`src/common/pulse_bank_settings.svh`:
```
//----------------------------------------------------------------------
// build-time sizes of the pulse bank
// channel count and phase counter width
//----------------------------------------------------------------------

`ifndef PULSE_BANK_SETTINGS_SVH
`define PULSE_BANK_SETTINGS_SVH

// number of independent pulse channels in the bank
`define PB_CHANNELS 4

// width of the low/high settings and of the phase down-counters
`define PB_WIDTH_BITS 16

`endif

```
`src/common/pulse_bank_pkg.sv`:
```
//----------------------------------------------------------------------
// shared types of the pulse bank
// widths, channel index, masks, command codes, channel states
//----------------------------------------------------------------------

`include "pulse_bank_settings.svh"

package pulse_bank_pkg;

	typedef logic [`PB_WIDTH_BITS-1:0] width_t;           // phase length in clocks
	typedef logic [$clog2(`PB_CHANNELS)-1:0] chan_t;      // channel index
	typedef logic [`PB_CHANNELS-1:0] mask_t;              // one bit per channel

	// command codes on cmd_op
	typedef enum logic [1:0] {
		OP_NOP   = 2'd0,                                  // nothing
		OP_WRITE = 2'd1,                                  // stage low/high/rpt for cmd_chan
		OP_FIRE  = 2'd2,                                  // start channels in cmd_mask
		OP_STOP  = 2'd3                                   // stop channels in cmd_mask
	} cmd_op_t;

	// channel FSM
	typedef enum logic [1:0] {
		PG_IDLE = 2'd0,                                   // waiting for start
		PG_LOW  = 2'd1,                                   // out held low
		PG_HIGH = 2'd2                                    // out held high
	} pg_state_t;

endpackage

```
`src/pulse_gen/pulse_gen.sv`:
```
//----------------------------------------------------------------------
// single pulse channel
// latches widths and repeat flag on start, runs low then high phase
//----------------------------------------------------------------------

`timescale 1ns/100ps

module pulse_gen import pulse_bank_pkg::*; (
	input  logic   clk,
	input  logic   nrst,
	input  logic   start,                             // one-cycle start strobe
	input  logic   stop,                              // one-cycle stop strobe
	input  width_t low_wdth,                          // staged low width
	input  width_t high_wdth,                         // staged high width
	input  logic   rpt,                               // staged repeat flag
	output logic   busy,
	output logic   out
);

	localparam width_t WDTH_ONE = width_t'(1);

	pg_state_t state;
	pg_state_t state_nxt;
	width_t    cnt;                                   // cycles left in phase, minus one
	width_t    cnt_nxt;
	width_t    max_low;                               // latched low width
	width_t    max_high;                              // latched high width
	logic      rpt_buf;                               // latched repeat flag
	width_t    start_low;
	width_t    start_high;
	logic      latch_en;

	// zero width runs as one cycle
	assign start_low  = (low_wdth == '0) ? WDTH_ONE : low_wdth;
	assign start_high = (high_wdth == '0) ? WDTH_ONE : high_wdth;

	// start only counts while idle, stop wins
	assign latch_en = (state == PG_IDLE) && start && !stop;

	//----------------------------------------------------------------------
	// next state and counter
	//----------------------------------------------------------------------
	always_comb begin
		state_nxt = state;
		cnt_nxt   = cnt;
		if (stop) begin
			state_nxt = PG_IDLE;                          // forced off by command
		end else begin
			case (state)
				PG_IDLE: begin
					if (start) begin
						state_nxt = PG_LOW;
						cnt_nxt   = start_low - WDTH_ONE;
					end
				end
				PG_LOW: begin
					if (cnt == '0) begin
						state_nxt = PG_HIGH;
						cnt_nxt   = max_high - WDTH_ONE;
					end else begin
						cnt_nxt = cnt - WDTH_ONE;
					end
				end
				PG_HIGH: begin
					if (cnt == '0) begin
						if (rpt_buf) begin
							state_nxt = PG_LOW;               // next period right away
							cnt_nxt   = max_low - WDTH_ONE;
						end else begin
							state_nxt = PG_IDLE;              // one-shot done
						end
					end else begin
						cnt_nxt = cnt - WDTH_ONE;
					end
				end
				default: state_nxt = PG_IDLE;
			endcase
		end
	end

	//----------------------------------------------------------------------
	// state, counter and outputs
	//----------------------------------------------------------------------
	always_ff @(posedge clk) begin
		if (!nrst) begin
			state   <= PG_IDLE;
			cnt     <= '0;
			rpt_buf <= 1'b0;
			busy    <= 1'b0;
			out     <= 1'b0;
		end else begin
			state <= state_nxt;
			cnt   <= cnt_nxt;
			busy  <= (state_nxt != PG_IDLE);              // same edge as state
			out   <= (state_nxt == PG_HIGH);
			if (latch_en) begin
				rpt_buf <= rpt;
			end
		end
	end

	// widths held for the whole run
	always_ff @(posedge clk) begin
		if (latch_en) begin
			max_low  <= start_low;
			max_high <= start_high;
		end
	end

endmodule

```
`src/pulse_cmd_regs.sv`:
```
//----------------------------------------------------------------------
// command decoder and per-channel staging registers
// turns fire/stop commands into one-cycle mask strobes
//----------------------------------------------------------------------

`timescale 1ns/100ps

`include "pulse_bank_settings.svh"

module pulse_cmd_regs import pulse_bank_pkg::*; (
	input  logic     clk,
	input  logic     nrst,
	// command port
	input  logic     cmd_valid,                       // single-cycle strobe
	input  cmd_op_t  cmd_op,
	input  chan_t    cmd_chan,                        // target of a write
	input  mask_t    cmd_mask,                        // targets of fire/stop
	input  width_t   cmd_low,
	input  width_t   cmd_high,
	input  logic     cmd_rpt,
	// to the channels
	output mask_t    start_stb,
	output mask_t    stop_stb,
	output width_t   low_wdth [`PB_CHANNELS],
	output width_t   high_wdth [`PB_CHANNELS],
	output mask_t    rpt
);

	localparam width_t WDTH_RST = width_t'(1);        // staged width after reset

	logic wr_en;
	logic fire_en;
	logic stop_en;

	//----------------------------------------------------------------------
	// decode
	//----------------------------------------------------------------------
	assign wr_en   = cmd_valid && (cmd_op == OP_WRITE);
	assign fire_en = cmd_valid && (cmd_op == OP_FIRE);
	assign stop_en = cmd_valid && (cmd_op == OP_STOP);

	//----------------------------------------------------------------------
	// strobes
	//----------------------------------------------------------------------
	// one cycle wide, then back to zero
	always_ff @(posedge clk) begin
		if (!nrst) begin
			start_stb <= '0;
			stop_stb  <= '0;
		end else begin
			start_stb <= fire_en ? cmd_mask : '0;
			stop_stb  <= stop_en ? cmd_mask : '0;
		end
	end

	//----------------------------------------------------------------------
	// staging registers
	//----------------------------------------------------------------------
	// a fire in the cycle after a write already sees the new values
	always_ff @(posedge clk) begin
		if (!nrst) begin
			for (int i = 0; i < `PB_CHANNELS; i++) begin
				low_wdth[i]  <= WDTH_RST;
				high_wdth[i] <= WDTH_RST;
				rpt[i]       <= 1'b0;
			end
		end else begin
			for (int i = 0; i < `PB_CHANNELS; i++) begin
				if (wr_en && (cmd_chan == chan_t'(i))) begin  // addressed channel only
					low_wdth[i]  <= cmd_low;
					high_wdth[i] <= cmd_high;
					rpt[i]       <= cmd_rpt;
				end
			end
		end
	end

endmodule

```
`src/pulse_bank_top.sv`:
```
//----------------------------------------------------------------------
// pulse bank top level
// command decoder plus one pulse_gen per channel
//----------------------------------------------------------------------

`timescale 1ns/100ps

`include "pulse_bank_settings.svh"

module pulse_bank_top import pulse_bank_pkg::*; (
	input  logic    clk,
	input  logic    nrst,
	input  logic    cmd_valid,
	input  cmd_op_t cmd_op,
	input  chan_t   cmd_chan,
	input  mask_t   cmd_mask,
	input  width_t  cmd_low,
	input  width_t  cmd_high,
	input  logic    cmd_rpt,
	output mask_t   busy,                             // per channel
	output mask_t   out                               // per channel
);

	mask_t  start_stb;
	mask_t  stop_stb;
	width_t low_wdth [`PB_CHANNELS];
	width_t high_wdth [`PB_CHANNELS];
	mask_t  rpt;

	pulse_cmd_regs pulse_cmd_regs_i (
		.clk       (clk),
		.nrst      (nrst),
		.cmd_valid (cmd_valid),
		.cmd_op    (cmd_op),
		.cmd_chan  (cmd_chan),
		.cmd_mask  (cmd_mask),
		.cmd_low   (cmd_low),
		.cmd_high  (cmd_high),
		.cmd_rpt   (cmd_rpt),
		.start_stb (start_stb),
		.stop_stb  (stop_stb),
		.low_wdth  (low_wdth),
		.high_wdth (high_wdth),
		.rpt       (rpt)
	);

	// channels
	for (genvar i = 0; i < `PB_CHANNELS; i++) begin : g_chan
		pulse_gen pulse_gen_i (
			.clk       (clk),
			.nrst      (nrst),
			.start     (start_stb[i]),
			.stop      (stop_stb[i]),
			.low_wdth  (low_wdth[i]),
			.high_wdth (high_wdth[i]),
			.rpt       (rpt[i]),
			.busy      (busy[i]),
			.out       (out[i])
		);
	end

endmodule

```
`config.mk`:
```
export PLATFORM = sky130hd
export DESIGN_NAME = pulse_bank_top
export DESIGN_NICKNAME = d
export VERILOG_FILES = /design/src/common/pulse_bank_pkg.sv /design/src/pulse_gen/pulse_gen.sv /design/src/pulse_cmd_regs.sv /design/src/pulse_bank_top.sv
export VERILOG_INCLUDE_DIRS = /design/src /design/src/common
export SDC_FILE = /design/constraint.sdc
export NUM_CORES = 1
export LEC_CHECK = 0
export BUFFER_PORTS_ARGS = -buffer_cell sky130_fd_sc_hd__buf_4
export CORE_UTILIZATION = 55
export DETAILED_ROUTE_END_ITERATION = 8
export GPL_TIMING_DRIVEN = 0
export MAX_ROUTING_LAYER = met4
export PLACE_DENSITY = 0.84
export SLEW_MARGIN = 25
export SYNTH_ARGS = -nofsm -noshare
export SYNTH_HDL_FRONTEND = slang
export SYNTH_HIERARCHICAL = 1
export SYNTH_SLANG_ARGS = --single-unit
```
`constraint.sdc`:
```
create_clock -name clk -period 4.27 [get_ports clk]
set_input_delay 0.6405 -clock clk [delete_from_list [all_inputs] [get_ports clk]]
set_output_delay 0.6405 -clock clk [all_outputs]
set_load 0.01 [all_outputs]
```
==> impl_metrics.tcl <==
set metrics [dict create \
    status "completed" \
    holdWs_ns 0.2915 \
    rows 69 \
    grt_antenna_before_repair 0 \
    hold_violations 0 \
    track_usage 0.3263 \
    critPathMaxFanout 8 \
    synth_cells 2188 \
    drv_cap 0 \
    gr-max-usage-layer "met2" \
    synth_seq_area_share 0.4190 \
    cellPowerDensity_nw_per_um2 362.4 \
    drtPass1Iterations 5 \
    ys_ff_latch 352 \
    yosysWarnings 6 \
    critPathLaunchType "flop" \
    finClkSkew_ns 0.02126 \
    syn_area_sq_um 19880 \
    wl_per_cell_um 20.98 \
    cts_tree "built" \
    die_area_sq_um 36900 \
    synthArstFlopShare 0 \
    die_h_um 192.1 \
    p_total_mw 8.065 \
    synth_nets 2268 \
    synth_ff_type "dfxtp_1" \
    met1_usage 0.4210 \
    worst_skew_pair.late_latency_ns 0.57 \
    drive_gt1_frac 0.1098 \
    seqPwrFrac 0.446 \
    p_comb_frac 0.133 \
    diodes 0 \
    place_congestion 0.9873 \
    grt_overflow 0 \
    vdd_drop_max_mv 0.3723 \
    synth_edf_count 128 \
    arrival_ns 4.12 \
    p_sw_frac 0.2767 \
    io_buffers 50 \
    worstSetupPathType "reg -> reg" \
    rsz0062_at_grt "false" \
    register_area_sq_um 8328 \
    slew_viol_final 0 \
    via_count 17730 \
    endpoint_kind "flop" \
    post-route-period-util 0.8593 \
    synth_top_cell_by_area "dfxtp_1" \
    wl_um 58200 \
    drt_iter0_drc 2069 \
    finalSetupTns_ns 0 \
    crit_chain "clkbuf_1 > or4_1 > nor4_1 > nor4b_1 > nor2_1 > ha_1 > nor3b_1 > nand3_1 > xor2_1 > o21ai_0 > a221oi_1 > nor3_1" \
    r2r_setup_slack_ns 0.60 \
    die_w_um 192.1 \
    initial_core_util 0.5588 \
    finalNetCount 2363 \
    stdcell_area_sq_um 22260 \
    setup_slack_ns 0.6007 \
    max_freq_mhz 272.5 \
    holdCritPathClass "in -> reg" \
    holdBufCountCts 0 \
    power.switching_mw 2.232 \
    r2r_cells 12 \
    syn2layout_area_growth_pct 11.97 \
    grt_max_degree 29 \
    yosysUniqueCellTypes 97 \
    drc_errors 0 \
    setup_viol 0 \
    clock-sinks 352 \
    internal_power_mw 5.833 \
    cts_buffer_depth 3 \
    dp_slack_ns 0.6559 \
    p_leak_nw 8.131 \
    grt_pass1_wl_um 90640 \
    htree_levels 2 \
    clkPwrFrac 0.421 \
    fp.coreArea_sq_um 35570 \
    grtUsageMet3 0.06158 \
    nFillCells 2847 \
    period_needed_ns 3.669 \
    required_ns 4.72 \
    timing.critical_path.slowest_cell_delay_ns 0.66 \
    syn_avg_cell_area_sq_um 9.084 \
    cts_setup_buffers 0 \
    grt_pass1_vias 16710 \
    met2_usage 0.5051 \
    path_clk_slew_ns 0.06 \
    cpMaxStageDelayCell "or4_1" \
    cts_resized 0 \
    dpl-instance-area_sq_um 20950 \
    ys_top_cells_by_area "dfxtp_1 (23%), edfxtp_1 (19%), mux2i_1 (6.6%), nand2_1 (4.4%), clkbuf_1 (3.5%)" \
    synth_top_area_frac 0.2256 \
    min_path_cells 2 \
    max_slew_margin 0.2740 \
    cts_inserted_buffers 39 \
    final_antenna_net_count 0 \
    root_buffer "clkbuf_16" \
    multi_input_area_sq_um 10110 \
    tightest_slew_ns 1.074 \
    vias_per_cell 6.391 \
    place_hpwl_um 42040 \
    pin_count 52 \
]
## path summary, 6_finish.rpt
kind | from | to
worst max-delay path | pulse_cmd_regs_i/low_wdth[4]$_SDFFE_PN0P_ | g_chan[3].pulse_gen_i/cnt[10]$_SDFFE_PN0P_
worst min-delay path | cmd_mask[2] | pulse_cmd_regs_i/stop_stb[2]$_SDFF_PN0_
worst max register to register | pulse_cmd_regs_i/low_wdth[4]$_SDFFE_PN0P_ | g_chan[3].pulse_gen_i/cnt[10]$_SDFFE_PN0P_
worst min register to register | pulse_cmd_regs_i/low_wdth[4]$_SDFFE_PN0P_ | pulse_cmd_regs_i/low_wdth[4]$_SDFFE_PN0P_
## critical path: cells and delay by family, from the launching register on
kind	cells	cell delay, ns
adder cells (fa/ha/maj)	1	0.23
flip-flops	1	0.31
XOR/XNOR	1	0.15
AO/OA/AOI/OAI	2	0.52
AND/OR/NAND/NOR	7	2.09
buffers and inverters	1	0.23
## per-layer routing
metal	vias to the layer above	routed length (um)
li1	8160	-
met1	8421	23480
met2	986	26590
met3	163	5951
met4	0	2175
met5	-	0
## metrics by stage
| step | instances | utilization |
|---|---|---|
| 5_1_grt | 2774 | 0.6257 |
| 3_3_place_gp | 2699 | 0.5856 |
| 2_1_floorplan | 2188 | - |
| 4_1_cts | 2774 | 0.6254 |
| 3_5_place_dp | 2703 | 0.5889 |
| 6_report | 2774 | 0.6257 |
## power groups by stage
stage	combinational, mW	clock [mW]	sequential [mW]
2_1_floorplan	0.710	0	3.64
3_3_place_gp	1.01	0	3.66
3_5_place_dp	1.03	0	3.66
4_1_cts	1.03	3.44	3.59
5_1_grt	1.14	3.58	3.60
6_report	1.07	3.40	3.59
## cell type report
type | count | share of cell area
clock inverters | 19 | 0.007590
flip-flops and latches | 352 | 0.3742
inverters | 68 | 0.01147
repair buffers | 54 | 0.02080
plain buffers | 252 | 0.05498
multi-input cells | 1516 | 0.4543
clock buffers | 52 | 0.05071
well taps | 461 | 0.02592
## layout by cell type, fill, tap and decap left out, types with 8 or more instances in the layout
cell	instances
a21oi_1	92
a221oi_1	12
a22o_1	11
a22oi_1	25
a31oi_1	26
and2_1	11
and3_1	12
buf_2	31
buf_4	58
buf_6	12
clkbuf_1	193
clkbuf_16	42
clkbuf_8	10
dfxtp_1	224
edfxtp_1	128
ha_1	36
inv_1	66
mux2i_1	132
nand2_1	235
nand2b_1	9
nand3_1	61
nand4_1	10
nor2_1	93
nor2b_1	9
nor3_1	52
nor3b_1	12
nor4_1	60
o211ai_1	22
o21a_1	8
o21ai_0	132
o21ai_1	21
o31ai_1	42
o41ai_1	8
or2_2	17
or3_1	33
or4_1	52
xnor2_1	51
xor2_1	78
## cell usage after synthesis (6+ instances only)
cell	count
clkbuf_8	6
a22o_1	11
nor3_1	52
nor2b_1	9
and3_1	12
ha_1	36
or4b_2	6
dfxtp_1	224
nand4_1	10
a21oi_1	92
a31oi_1	26
o31a_1	6
o21ai_0	132
clkbuf_1	187
buf_6	12
edfxtp_1	128
nand2_1	235
a221oi_1	12
o21a_1	8
a22oi_1	25
a21o_1	6
or4_1	52
xnor2_1	51
nor4_2	6
or2_2	17
inv_1	66
nor4b_1	6
nor4_1	61
o21ai_1	21
nand2b_1	9
a211oi_1	7
nand3_1	61
o221a_2	7
o211ai_1	22
mux2i_1	132
and2_1	11
buf_2	31
nor2_1	97
o31ai_1	42
buf_4	8
xor2_1	78
or3_1	33
nor3b_1	13
o41ai_1	8
## state kept, by name, summed over array words and instances (netlist names)
register and flops:
pulse_cmd_regs_i/stop_stb 4, g_chan.pulse_gen_i/out 4, pulse_cmd_regs_i/high_wdth 64, pulse_cmd_regs_i/rpt 4, g_chan.pulse_gen_i/max_high 64, g_chan.pulse_gen_i/cnt 64
g_chan.pulse_gen_i/state 8, pulse_cmd_regs_i/low_wdth 64, g_chan.pulse_gen_i/busy 4, g_chan.pulse_gen_i/rpt_buf 4, g_chan.pulse_gen_i/max_low 64, pulse_cmd_regs_i/start_stb 4
## cell families after synthesis
group	count (synthesis)	synth area share
and+or+nand+nor	727	0.1967
xor gates and xnor gates	129	0.05684
DFF	352	0.4190
AOI/OAI and AO/OA	489	0.1622
adders and majority gates	36	0.02266
muxes	135	0.06817
buffers and inverters	320	0.07441
Note: power is estimated with default switching activity, not from simulation.
